$ cat config.mk
export PLATFORM = sky130hd
export DESIGN_NAME = ts_ports_top
export DESIGN_NICKNAME = d
export VERILOG_FILES = /design/src/rtl/ts_ports_pkg.sv /design/src/rtl/ts_ports_top.sv /design/src/rtl/zbus_out.sv /design/src/rtl/zbus_sync.sv /design/src/rtl/zint_ctrl.sv /design/src/rtl/zport_regs.sv
export SDC_FILE = /design/constraint.sdc
export NUM_CORES = 1
export LEC_CHECK = 0
export ABC_AREA = 0
export BUFFER_PORTS_ARGS = -buffer_cell sky130_fd_sc_hd__buf_2
export CAP_MARGIN = 5
export CORE_MARGIN = 4
export CORE_UTILIZATION = 61
export DETAILED_ROUTE_END_ITERATION = 8
export HOLD_SLACK_MARGIN = 0.06
export PLACE_DENSITY = 0.84
export RECOVER_POWER = 100
export SLEW_MARGIN = 20
export SYNTH_ARGS = -nofsm -noshare
export SYNTH_HDL_FRONTEND = slang
export SYNTH_SLANG_ARGS = --single-unit
export TNS_END_PERCENT = 10
$ cat constraint.sdc
create_clock -name fclk -period 3.18 [get_ports fclk]
set_input_delay 0.318 -clock fclk [delete_from_list [all_inputs] [get_ports fclk]]
set_output_delay 0.318 -clock fclk [all_outputs]
set_load 0.02 [all_outputs]
$ cat src/rtl/ts_ports_pkg.sv
package ts_ports_pkg;

  // i/o port low bytes
  localparam logic [7:0] port_fe = 8'hFE;
  localparam logic [7:0] port_xt = 8'hAF; // #nnAF with the register in the high byte

  // extended register numbers
  localparam logic [7:0] reg_border  = 8'h0F;
  localparam logic [7:0] reg_vpage   = 8'h01;
  localparam logic [7:0] reg_sysconf = 8'h20;
  localparam logic [7:0] reg_memconf = 8'h21;
  localparam logic [7:0] reg_intmask = 8'h2A;

  // im2 vectors per source
  localparam logic [7:0] vect_frm = 8'hFF;
  localparam logic [7:0] vect_lin = 8'hFD;
  localparam logic [7:0] vect_dma = 8'hFB;

  localparam logic [7:0] intmask_rst = 8'h01; // frame int on

  // one address word read two ways
  typedef union packed {
    logic [15:0] raw;
    struct packed {
      logic [7:0] reg_num;
      logic [7:0] port_lo;
    } xt;
  } zport_addr_u;

  // bus events in the fclk domain
  typedef struct packed {
    logic        iowr_s;     // 1 cycle pulse
    logic        iord;       // level
    logic        intack;     // level
    logic        intack_end; // 1 cycle pulse
    zport_addr_u addr;
    logic [7:0]  data;
  } zbus_ev_t;

  // frm in bit 0 like the intmask register
  typedef struct packed {
    logic dma;
    logic lin;
    logic frm;
  } int_src_t;

endpackage

$ cat src/rtl/ts_ports_top.sv
module ts_ports_top
  import ts_ports_pkg::*;
#(
  parameter int SYNC_STAGES = 2,
  parameter int INT_LEN     = 32
) (
  input  logic        fclk,
  input  logic        rst_n,
  input  logic        iorq_n,
  input  logic        rd_n,
  input  logic        wr_n,
  input  logic        m1_n,
  input  logic [15:0] a,
  input  logic [7:0]  d_in,
  input  int_src_t    int_start,
  output logic [7:0]  d_out,
  output logic        d_oe,
  output logic        int_n,
  output logic [7:0]  border,
  output logic        beep,
  output logic [1:0]  turbo
);

  zbus_ev_t   bus_ev;
  logic       rd_hit;
  logic [7:0] rd_data;
  int_src_t   intmask;
  logic [7:0] im2vect;

  zbus_sync #(
    .SYNC_STAGES(SYNC_STAGES)
  ) u_sync (
    .fclk   (fclk),
    .rst_n  (rst_n),
    .iorq_n (iorq_n),
    .rd_n   (rd_n),
    .wr_n   (wr_n),
    .m1_n   (m1_n),
    .a      (a),
    .d_in   (d_in),
    .bus_ev (bus_ev)
  );

  zport_regs u_regs (
    .fclk    (fclk),
    .rst_n   (rst_n),
    .bus_ev  (bus_ev),
    .rd_hit  (rd_hit),
    .rd_data (rd_data),
    .intmask (intmask),
    .border  (border),
    .beep    (beep),
    .turbo   (turbo)
  );

  zint_ctrl #(
    .INT_LEN(INT_LEN)
  ) u_int (
    .fclk      (fclk),
    .rst_n     (rst_n),
    .bus_ev    (bus_ev),
    .int_start (int_start),
    .intmask   (intmask),
    .im2vect   (im2vect),
    .int_n     (int_n)
  );

  zbus_out u_out (
    .fclk    (fclk),
    .rst_n   (rst_n),
    .bus_ev  (bus_ev),
    .rd_hit  (rd_hit),
    .rd_data (rd_data),
    .im2vect (im2vect),
    .d_out   (d_out),
    .d_oe    (d_oe)
  );

endmodule

$ cat src/rtl/zbus_out.sv
module zbus_out
  import ts_ports_pkg::*;
(
  input  logic       fclk,
  input  logic       rst_n,
  input  zbus_ev_t   bus_ev,
  input  logic       rd_hit,
  input  logic [7:0] rd_data,
  input  logic [7:0] im2vect,
  output logic [7:0] d_out,
  output logic       d_oe
);

  logic       drive;
  logic [7:0] d_next;

  // port data first then the vector and #FF for unclaimed reads
  always_comb begin
    drive  = 1'b0;
    d_next = 8'hFF;
    if (bus_ev.iord) begin
      drive = 1'b1;
      if (rd_hit) begin
        d_next = rd_data;
      end
    end else if (bus_ev.intack) begin
      drive  = 1'b1;
      d_next = im2vect;
    end
  end

  always_ff @(posedge fclk or negedge rst_n) begin
    if (!rst_n) begin
      d_oe <= 1'b0;
    end else begin
      d_oe <= drive;
    end
  end

  always_ff @(posedge fclk) begin
    if (drive) begin
      d_out <= d_next; // held while the bus is released
    end
  end

endmodule

$ cat src/rtl/zbus_sync.sv
module zbus_sync
  import ts_ports_pkg::*;
#(
  parameter int SYNC_STAGES = 2
) (
  input  logic        fclk,
  input  logic        rst_n,
  input  logic        iorq_n,
  input  logic        rd_n,
  input  logic        wr_n,
  input  logic        m1_n,
  input  logic [15:0] a,
  input  logic [7:0]  d_in,
  output zbus_ev_t    bus_ev
);

  logic [3:0] strb_raw;
  logic [SYNC_STAGES-1:0][3:0] chain;

  logic iorq_s;
  logic rd_s;
  logic wr_s;
  logic m1_s;

  logic wr_lvl;
  logic rd_lvl;
  logic ack_lvl;
  logic wr_lvl_d;

  logic        iowr_q;
  logic        iord_q;
  logic        intack_q;
  logic        intack_end_q;
  logic [15:0] addr_q;
  logic [7:0]  data_q;

  assign strb_raw = {~m1_n, ~wr_n, ~rd_n, ~iorq_n}; // active high
  assign {m1_s, wr_s, rd_s, iorq_s} = chain[SYNC_STAGES-1];

  assign wr_lvl  = iorq_s & wr_s;
  assign rd_lvl  = iorq_s & rd_s & ~m1_s;
  assign ack_lvl = iorq_s & m1_s;

  always_ff @(posedge fclk or negedge rst_n) begin
    if (!rst_n) begin
      chain        <= '0;
      wr_lvl_d     <= 1'b0;
      iowr_q       <= 1'b0;
      iord_q       <= 1'b0;
      intack_q     <= 1'b0;
      intack_end_q <= 1'b0;
    end else begin
      chain[0] <= strb_raw;
      for (int i = 1; i < SYNC_STAGES; i++) begin
        chain[i] <= chain[i-1];
      end
      wr_lvl_d     <= wr_lvl;
      iowr_q       <= wr_lvl & ~wr_lvl_d; // first cycle of the write
      iord_q       <= rd_lvl;
      intack_q     <= ack_lvl;
      intack_end_q <= intack_q & ~ack_lvl; // with intack falling
    end
  end

  // z80 holds a and d stable while the strobe is low
  always_ff @(posedge fclk) begin
    addr_q <= a; // live since reads decode from it
    if (wr_lvl && !wr_lvl_d) begin
      data_q <= d_in;
    end
  end

  assign bus_ev.iowr_s     = iowr_q;
  assign bus_ev.iord       = iord_q;
  assign bus_ev.intack     = intack_q;
  assign bus_ev.intack_end = intack_end_q;
  assign bus_ev.addr.raw   = addr_q;
  assign bus_ev.data       = data_q;

endmodule

$ cat src/rtl/zint_ctrl.sv
module zint_ctrl
  import ts_ports_pkg::*;
#(
  parameter int INT_LEN = 32
) (
  input  logic       fclk,
  input  logic       rst_n,
  input  zbus_ev_t   bus_ev,
  input  int_src_t   int_start,
  input  int_src_t   intmask,
  output logic [7:0] im2vect,
  output logic       int_n
);

  localparam int CNT_W = (INT_LEN > 1) ? $clog2(INT_LEN) : 1;

  int_src_t   pend;
  int_src_t   set_req;
  int_src_t   served;
  int_src_t   serve_sel;
  logic [7:0] vect_sel;
  logic [7:0] vect_q;
  logic       intack_d;
  logic       ack_rise;
  logic [CNT_W-1:0] frm_cnt;
  logic       frm_tmo;

  assign set_req  = int_start & intmask;
  assign ack_rise = bus_ev.intack & ~intack_d;
  assign frm_tmo  = pend.frm && (frm_cnt == CNT_W'(INT_LEN - 1));

  // fixed priority frm > lin > dma
  always_comb begin
    serve_sel = '0;
    vect_sel  = vect_frm;
    if (pend.frm) begin
      serve_sel.frm = 1'b1;
    end else if (pend.lin) begin
      serve_sel.lin = 1'b1;
      vect_sel      = vect_lin;
    end else if (pend.dma) begin
      serve_sel.dma = 1'b1;
      vect_sel      = vect_dma;
    end
  end

  always_ff @(posedge fclk or negedge rst_n) begin
    if (!rst_n) begin
      pend     <= '0;
      served   <= '0;
      vect_q   <= vect_frm;
      intack_d <= 1'b0;
      frm_cnt  <= '0;
    end else begin
      intack_d <= bus_ev.intack;
      if (ack_rise) begin
        served <= serve_sel;
        vect_q <= vect_sel;
      end

      pend <= (pend & ~(bus_ev.intack_end ? served : int_src_t'('0))) | set_req;
      if (frm_tmo && !set_req.frm) begin
        pend.frm <= 1'b0; // frame int length ran out
      end

      if (set_req.frm || !pend.frm) begin
        frm_cnt <= '0;
      end else begin
        frm_cnt <= frm_cnt + 1'b1;
      end
    end
  end

  // new vector already visible on the first acknowledge cycle
  assign im2vect = ack_rise ? vect_sel : vect_q;
  assign int_n   = ~|pend;

endmodule

$ cat src/rtl/zport_regs.sv
module zport_regs
  import ts_ports_pkg::*;
(
  input  logic       fclk,
  input  logic       rst_n,
  input  zbus_ev_t   bus_ev,
  output logic       rd_hit,
  output logic [7:0] rd_data,
  output int_src_t   intmask,
  output logic [7:0] border,
  output logic       beep,
  output logic [1:0] turbo
);

  logic [7:0] vpage;
  logic [7:0] sysconf;
  logic [7:0] memconf;

  logic fe_sel;
  logic xt_sel;

  // #FE decodes on the low byte only
  assign fe_sel = bus_ev.addr.raw[7:0] == port_fe;
  assign xt_sel = bus_ev.addr.xt.port_lo == port_xt;

  always_ff @(posedge fclk or negedge rst_n) begin
    if (!rst_n) begin
      border  <= '0;
      beep    <= 1'b0;
      vpage   <= '0;
      sysconf <= '0;
      memconf <= '0;
      intmask <= int_src_t'(intmask_rst[2:0]);
    end else if (bus_ev.iowr_s) begin
      if (fe_sel) begin
        border <= {5'b0, bus_ev.data[2:0]};
        beep   <= bus_ev.data[4];
      end else if (xt_sel) begin
        case (bus_ev.addr.xt.reg_num)
          reg_border: begin
            border <= bus_ev.data;
          end
          reg_vpage: begin
            vpage <= bus_ev.data;
          end
          reg_sysconf: begin
            sysconf <= bus_ev.data;
          end
          reg_memconf: begin
            memconf <= bus_ev.data;
          end
          reg_intmask: begin
            intmask <= int_src_t'(bus_ev.data[2:0]);
          end
          default: begin
            // unknown register drops the write
          end
        endcase
      end
    end
  end

  assign turbo = sysconf[1:0];

  // combinational read mux on the live address
  always_comb begin
    rd_hit  = 1'b0;
    rd_data = '0;
    if (xt_sel) begin
      rd_hit = 1'b1;
      case (bus_ev.addr.xt.reg_num)
        reg_border: begin
          rd_data = border;
        end
        reg_vpage: begin
          rd_data = vpage;
        end
        reg_sysconf: begin
          rd_data = sysconf;
        end
        reg_memconf: begin
          rd_data = memconf;
        end
        reg_intmask: begin
          rd_data = {5'b0, intmask};
        end
        default: begin
          rd_hit = 1'b0; // left to the #FF driver
        end
      endcase
    end
  end

endmodule

* Word level (Yosys, flattened, before mapping) *
Cells that the tools add are included.

storage, ports and cells
  bits in registers = 102
  bits in latches = 0
  memory bits (writable) = 0
  bits in read-only memories = 0
  bits of input ports = 33
  output and inout bits = 21
  word-level logic and storage cells = 99
  memories = 0

operators by class
  add/subtract/negate cells = 1
  multipliers = 0
  divide/modulo/power cells = 0
  $lt $le $gt $ge = 0
  equality and inequality tests = 8
  shift operators = 0
  mux-type cells = 24
  bitwise logic cells = 20
  reduce and logical (&&, ||, !) cells = 18

operators by type and width
  operator             number
  $mux 8               10
  $pmux 8 s5           1
  $eq 8x6->1 const B   3
  $eq 8x8->1 const B   2
  $reduce_and 4->1     4
  $mux 1               9
  $not 1->1            9
  $eq 8x1->1 const B   1
  $eq 8x4->1 const B   1
  $and 1x1->1          7
  $and 3x3->3          2
  $mux 3               2
  $add 5x1->5 const B  1
  $eq 5x5->1 const B   1
  $mux 5               1
  $reduce_or 5->1      1
  $logic_not 1->1      4
  $reduce_bool 2->1    2
  $logic_and 1x1->1    3
  $not 3->3            1
  $or 3x3->3           1
  $reduce_and 3->1     1
  $reduce_or 3->1      1
  $mux 2               1
  other kinds (2)      2

* Longest topological paths before layout *
Gate-level depths: netlist (run 1).

  depth in word-level cells = 6
  gate-level depth with buffers = 6
  depth with buffers taken out = 5

* Hierarchy *
A second synthesis (run 1) with hierarchy kept.

second synthesis, totals
  cells, all modules = 285
  area, all modules = 4055.1 sq um

modules (own cells, without submodules)
  module      instances  cells an instance  area an instance (sq um)  seq. area each (sq um)
  zport_regs  1          151                1941.9                    902.1
  zbus_sync   1          50                 970.9                     885.8
  zint_ctrl   1          62                 773.2                     510.5
  zbus_out    1          22                 369.1                     265.3

* Worst setup path after synthesis (run 1) *
No wires, ideal clock.

  path kind = reg2reg
  start point = register u_sync.addr_q[9]
  end point = register u_regs.memconf[0]
  library setup time = 125 ps
  data arrival time = 1820 ps
  setup slack = 1235 ps
  cell stages (with the launch flop) = 6
  clock period less this slack = 1945 ps
  path through = dfxtp_1 or3_1 buf_6 or4_4 buf_6 mux2_4

between the ends
  longest elaborated chain between the ends = 2

ends and longest elaborated chain
  element                            line              RTL
  from (decl)                        zbus_sync.sv:34   logic [15:0] addr_q;
  from (signal assigned)             zbus_sync.sv:67   addr_q <= a;
  $eq 8x6->1                         zport_regs.sv:39  case (bus_ev.addr.xt.reg_num)
  $reduce_and 4->1 (no source line)  -
  to (signal assigned)               zport_regs.sv:50  memconf <= bus_ev.data;
  to (decl)                          zport_regs.sv:17  logic [7:0] memconf;

No other way between the ends.
A chain may end at the register's enable or synchronous reset.

* Final worst setup path (run 1) *
  start point = register u_sync.addr_q[8]
  end point = register u_regs.vpage[6]

between the ends
  longest elaborated chain between the ends = 2

ends and longest elaborated chain
  element                            line              RTL
  $eq 8x1->1                         zport_regs.sv:39
  $reduce_and 4->1 (no source line)  -
  to (signal assigned)               zport_regs.sv:44  vpage <= bus_ev.data;
  to (decl)                          zport_regs.sv:15  logic [7:0] vpage;

No other way between the ends.

==> impl_metrics.yaml, run 1 <==
run_status:
  status: "finished with violations"
  violations: "capacitance limit, slew limit"
cells_and_area:
  design.final.nets: 402
  fillers: 447
  insertedDiodeCount: 0
  multi_input_comb_area_sq_um: 1284
  syn2layout_area_growth_pct: 16.46
  final_util_pct: 73.18
  fin_area_sq_um: 4647
  drive_above_1_share_pct: 24.19
  regArea_sq_um: 2564
sta:
  hold-worst-slack_ps: 80.42
  setup_ws_ps: 669.6
  tns_ps: 0
  hold_violations: 0
  slew_viol_final: 71
  finClkSkew_ps: 8.502
  setup_viol: 0
  finalCritPeriodShare_pct: 78.94
  fmax_mhz: 398.3
  fin_crit_ps: 2510
  worst_pin_slew_ps: 1677
  relSlewSlack_pct: -11.82
  rsz0062_at_grt: "no"
die:
  die_w_microns: 88.88
  ios: 54
  die-height_microns: 88.88
  row_count: 29
  start_util_pct: 62.84
  dieArea_sq_um: 7899
  core_area_sq_um: 6350
global_route:
  grt_max_degree: 71
  grt_pass1_vias: 2613
  grt_overflow_total: 0
  grt_antenna_before_repair: 0
  grt_usage_pct: 23.37
  grt_pass1_wl_microns: 13410
worst_setup_path:
  path_delay_family: "simple AND/OR/NAND/NOR gates"
  worstSetupStartpointType: "flip-flop"
  required_ps: 3440
  cp-end-kind: "flip-flop"
  crit_path_max_incr_delay_ps: 790
  worstPathCellList: "nor2b_1 > nand2_1 > nor4_2 > mux2_2"
  worstPathArrival_ps: 2770
  slowest_stage: "nor4_2"
  crit_buf_inv: 0
  path_class: "reg -> reg"
  worstPathMaxFanout: 19
yosys:
  synth_area_per_cell_sq_um: 13.66
  syn_nets: 327
  synthXorXnorAreaFrac_pct: 0.4390
  synth_mux_area_share_pct: 10.76
  synthTopCellsByCount: "dfrtp_1 (61), mux2_2 (23), dfxtp_1 (16), edfxtp_1 (16), nand2_1 (16)"
  syn_inst: 292
  synth_fa_ha_area_share_pct: 0.6272
  synth-edff-count: 16
  synth-simple-area-share_pct: 13.14
  ys_ff_latch: 102
  yosysMostFrequentCell: "dfrtp_1"
  ys_async_sr_fraction_pct: 68.63
  synth_area_sq_um: 3990
  synth_top_cell_by_area: "dfrtp_1"
  synth_top_family_by_area: "simple AND/OR/NAND/NOR gates"
  ys_warn_count: 0
  synth_compound_area_share_pct: 8.498
  synth_top_area_share_pct: 38.26
  yosys-top-cells-area: "dfrtp_1 (38%), edfxtp_1 (12%), dfxtp_1 (8.0%)"
  ys.flop_type: "dfrtp_1"
  synth_seq_area_share_pct: 64.25
  synth.distinct_cells: 53
route:
  ant_nets: 0
  route.detailed.drc: 0
  wl_per_cell_microns: 18.12
  drt-total-wl_microns: 8136
  drt_pass1_iterations: 4
  viasPerCell: 5.775
  vias: 2593
  drt_iter0_drc: 215
cts:
  tritoncts: "built"
  clockBufferDepth: 2
  cts_root_buf: "clkbuf_8"
  clkTransAtPathRegs_ps: 90
  post_cts.repair.setup_buffers: 0
  cts_hold_buf: 16
  worstSkewPairLatency_ps: 360
  clock_sinks: 102
  htreeDepth: 3
  ctsResizeCount: 0
  cts_buffers: 9
placed_design:
  portBuffers: 53
  hpwl_microns: 5449
  placed_area_sq_um: 4309
  gp_congestion: 0.8555
  preCtsSetupSlack_ps: 977.1
power:
  leakagePower_nw: 2.058
  ir_drop_v: 0.0005447
  power_density_nw_per_um2: 521.3
worst_hold_path:
  min_path_type: "in -> reg"
job:
  drv_cap: 1
==> worst register-to-register path: cells and delay by family (launching register included) <==
kind,cells,cell delay [ps]
simple gates,3,1210
flops,1,770
mux,1,420
==> kinds of logic (layout without fill, tap and decap cells) <==
family	count (synthesis)	after routing
DFF	102	102
adders and majority gates	2	2
muxes	36	36
and+or+nand+nor	87	87
xor gates and xnor gates	2	2
AOI/OAI and AO/OA	45	45
buffers and inverters	18	98
==> layer usage <==
layer	vias up	track usage, %	wire length, microns
met3	12	7.169	522
li1	1216	-	-
met5	-	0	0
met2	84	36.98	3994
met1	1281	31.16	3496
met4	0	7.280	123
==> through the flow <==
stage / cells / power (mW)
after floorplan: 292 / 1.468
after global placement: 414 / 1.526
after detailed placement: 414 / 1.532
after CTS: 446 / 2.444
after global routing: 449 / 2.524
final: 449 / 2.423
==> state kept, by name, indices dropped and copies added, names as in the netlist, 5 cells and up <==
| name | cells |
|---|---|
| u_int.vect_q | 8 |
| u_sync.data_q | 8 |
| u_regs.memconf | 8 |
| u_regs.vpage | 8 |
| u_out.d_out | 8 |
| u_sync.addr_q | 16 |
| u_regs.border | 8 |
| u_int.frm_cnt | 5 |
| u_sync.chain | 8 |
| u_regs.sysconf | 8 |
==> report_power, final <==
| group | leakage, nW | internal, mW | switching [mW] |
|---|---|---|---|
| clock | 0.113 | 0.470 | 0.433 |
| combinational | 0.765 | 0.0546 | 0.0694 |
| sequential | 1.18 | 1.36 | 0.0355 |
| total | 2.06 | 1.88 | 0.538 |
==> cells in the final DEF, fill, tap and decap left out, types with 9 or more instances in the layout <==
cell,n
buf_2,32
dlygate4sd3_1,19
edfxtp_1,16
and3_1,9
dfrtp_1,61
clkbuf_8,10
dfxtp_1,16
nand2b_1,10
mux2_2,22
clkbuf_1,22
nand2_1,16
nor2_1,10
==> cell type report <==
cell class	instances	area share, %
Inverter	7	0.5654
Tap cell	77	2.073
Sequential cell	102	55.17
Multi-Input combinational cell	172	27.63
Timing Repair Buffer	75	9.585
Clock inverter	6	2.019
Clock buffer	10	2.962
==> final timing paths <==
| check | from | depth (start not counted) | end | slack [ps] |
|---|---|---|---|---|
| min in group asynchronous | rst_n | 2 | u_out.d_oe$_DFF_PN0_ | 450 |
| setup / recovery | u_sync.addr_q[8]$_DFF_P_ | 4 | u_regs.vpage[6]$_DFFE_PN0P_ | 670 |
| hold / removal | m1_n | 2 | u_sync.chain[3]$_DFF_PN0_ | 80 |
| hold reg to reg | u_sync.chain[2]$_DFF_PN0_ | 0 | u_sync.chain[6]$_DFF_PN0_ | 350 |
| setup reg to reg | u_sync.addr_q[8]$_DFF_P_ | 4 | u_regs.vpage[6]$_DFFE_PN0P_ | 670 |
| max in group asynchronous | rst_n | 2 | u_sync.iowr_q$_DFF_PN0_ | 1720 |
(Power assumes the default switching activity.)
==> run 2, diff against run 1 <==
--- a/config.mk
+++ b/config.mk
@@ -9,10 +9,10 @@
 export BUFFER_PORTS_ARGS = -buffer_cell sky130_fd_sc_hd__buf_2
 export CAP_MARGIN = 5
 export CORE_MARGIN = 4
-export CORE_UTILIZATION = 61
+export CORE_UTILIZATION = 51
 export DETAILED_ROUTE_END_ITERATION = 8
 export HOLD_SLACK_MARGIN = 0.06
-export PLACE_DENSITY = 0.84
+export PLACE_DENSITY = 0.75
 export RECOVER_POWER = 100
 export SLEW_MARGIN = 20
 export SYNTH_ARGS = -nofsm -noshare
==> constraint.sdc (replaced) <==
create_clock -name fclk -period 2.2 [get_ports fclk]
set_input_delay 0.22 -clock fclk [delete_from_list [all_inputs] [get_ports fclk]]
set_output_delay 0.22 -clock fclk [all_outputs]
set_load 0.02 [all_outputs]
==> run 2 against run 1 <==
The run now ends clean. Hold slack gained 13 ps. Global-route usage is 3.3 points lower. Via count rose by 2.0%. Clock power grew 25%. Setup slack worse by 580 ps. First-iteration DRC count decreased by 42%. Die area grew 18%. Clock skew is 7.8 ps higher. Critical path type unchanged. Critical endpoint is now u_regs.intmask[1]$_DFFE_PN0P_. Largest power group unchanged. Highest routed layer unchanged.
==> impl_metrics.yaml, run 2 (synthesis results as in run 1) <==
run_status:
  status: "finished clean"
power:
  ir_drop_v: 0.0004168
  leakagePower_nw: 2.130
  power_mw: 3.353
  power_density_nw_per_um2: 695.6
die:
  core_area_sq_um: 7408
  die_w_microns: 96.45
  start_util_pct: 53.86
  row_count: 31
  die-height_microns: 96.45
  dieArea_sq_um: 9303
  ios: 54
worst_setup_path:
  cp-end-kind: "flip-flop"
  required_ps: 2450
  worstPathArrival_ps: 2360
  worstSetupStartpointType: "flip-flop"
  worstPathMaxFanout: 3
  path_class: "reg -> reg"
  r2r.worst_path.cells: 4
worst_hold_path:
  worstHoldPathCells: 2
  min_path_type: "in -> reg"
cells_and_area:
  syn2layout_area_growth_pct: 20.79
  largest_reg_flops: 16
  fin_area_sq_um: 4820
  layout_common_cells: "dfrtp_1 (61), buf_2 (30), dlygate4sd3_1 (29)"
  final_util_pct: 65.06
  final_common_cell: "dfrtp_1"
  design.final.nets: 421
  top_register: "u_sync.addr_q"
  drive_above_1_share_pct: 24.55
  insertedDiodeCount: 0
sta:
  slew_viol_final: 0
  fmax_mhz: 474.9
  hold_violations: 0
  finClkSkew_ps: 16.26
  worst_pin_slew_ps: 1461
  setup_viol: 0
  rsz0062_at_grt: "no"
  fin_crit_ps: 2106
  relSlewSlack_pct: 2.600
  tns_ps: 0
  finalCritPeriodShare_pct: 95.72
  hold-worst-slack_ps: 93.66
cts:
  clock_sinks: 102
  post_cts.repair.setup_buffers: 0
  htreeDepth: 3
  cts_buffers: 9
  clkTransAtPathRegs_ps: 100
  ctsResizeCount: 0
  cts_root_buf: "clkbuf_8"
  clockBufferDepth: 2
  worstSkewPairLatency_ps: 370
  tritoncts: "built"
route:
  wl_per_cell_microns: 16.93
  route.detailed.drc: 0
  viasPerCell: 5.398
  ant_nets: 0
  drt_iter0_drc: 124
  vias: 2645
  drt_pass1_iterations: 4
  drt-total-wl_microns: 8298
placed_design:
  placed_area_sq_um: 4417
  gp_congestion: 0.8771
  portBuffers: 53
  hpwl_microns: 5841
global_route:
  grt_pass1_wl_microns: 13860
  gr-usage-met3_pct: 5.345
  grt_usage_pct: 20.11
  busiest_layer: "met2"
  grt_pass1_vias: 2690
  grt_overflow_total: 0
  grt_use_met1_pct: 27.70
  grt_max_degree: 45
  grt_antenna_before_repair: 0
  grtUsageMet2_pct: 31.49
job:
  drv_cap: 0
-- run 2: path summary, 6_finish.rpt --
check                                          startpoint                            end  slack (ps)
max in group asynchronous                           rst_n      u_int.vect_q[2]$_DFF_PN1_         390
worst min-delay path                         int_start[2]        u_int.pend[2]$_DFF_PN0_          90
worst max-delay path            u_sync.addr_q[12]$_DFF_P_  u_regs.intmask[1]$_DFFE_PN0P_          90
worst min register to register  u_sync.chain[0]$_DFF_PN0_      u_sync.chain[4]$_DFF_PN0_         350
min in group asynchronous                           rst_n        u_sync.iowr_q$_DFF_PN0_         720
worst max register to register  u_sync.addr_q[12]$_DFF_P_  u_regs.intmask[1]$_DFFE_PN0P_          90
-- run 2: critical path, cell delays in order, from the launching register on --
cell and delay, ps:
dfxtp_1 320, or3_1 410, or3_1 420, nor3_1 440
mux2_2 390
-- run 2: where the power goes --
group / internal, mW / switching [mW] / leakage, nW / total, mW
Combinational: 0.0972 / 0.112 / 0.860 / 0.209
Sequential: 1.97 / 0.0450 / 1.18 / 2.01
Clock: 0.522 / 0.610 / 0.0899 / 1.13
-- run 2: area by class of cell --
class                   count  area, sq um
clock buffers              10        127.6
clock inverters             6        62.56
fillers                   563         2589
inverters                   7        26.28
multi-input cells         172         1308
flip-flops and latches    102         2564
well taps                  99        123.9
repair buffers             94        608.1
-- run 2: through the flow --
| stage | std cells | worst slack [ps] |
|---|---|---|
| after global placement | 445 | 211.0 |
| final | 490 | 94.20 |
| after CTS | 490 | 98.11 |
| after detailed placement | 445 | 132.1 |
| after global routing | 490 | 15.89 |
| after floorplan | 292 | 255.1 |
-- run 2: timing repair --
action                     CTS  global route
setup endpoints to repair    0             0
hold endpoints to repair    51             0
hold buffers                29             0
-- run 2: per-layer routing --
| metal | share of wire, % | up-vias | wire length [microns] |
|---|---|---|---|
| met4 | 1.4 | 0 | 115 |
| met3 | 5.3 | 8 | 436 |
| met5 | 0 | - | 0 |
| met1 | 45 | 1321 | 3753 |
| li1 | - | 1245 | - |
| met2 | 48 | 71 | 3992 |
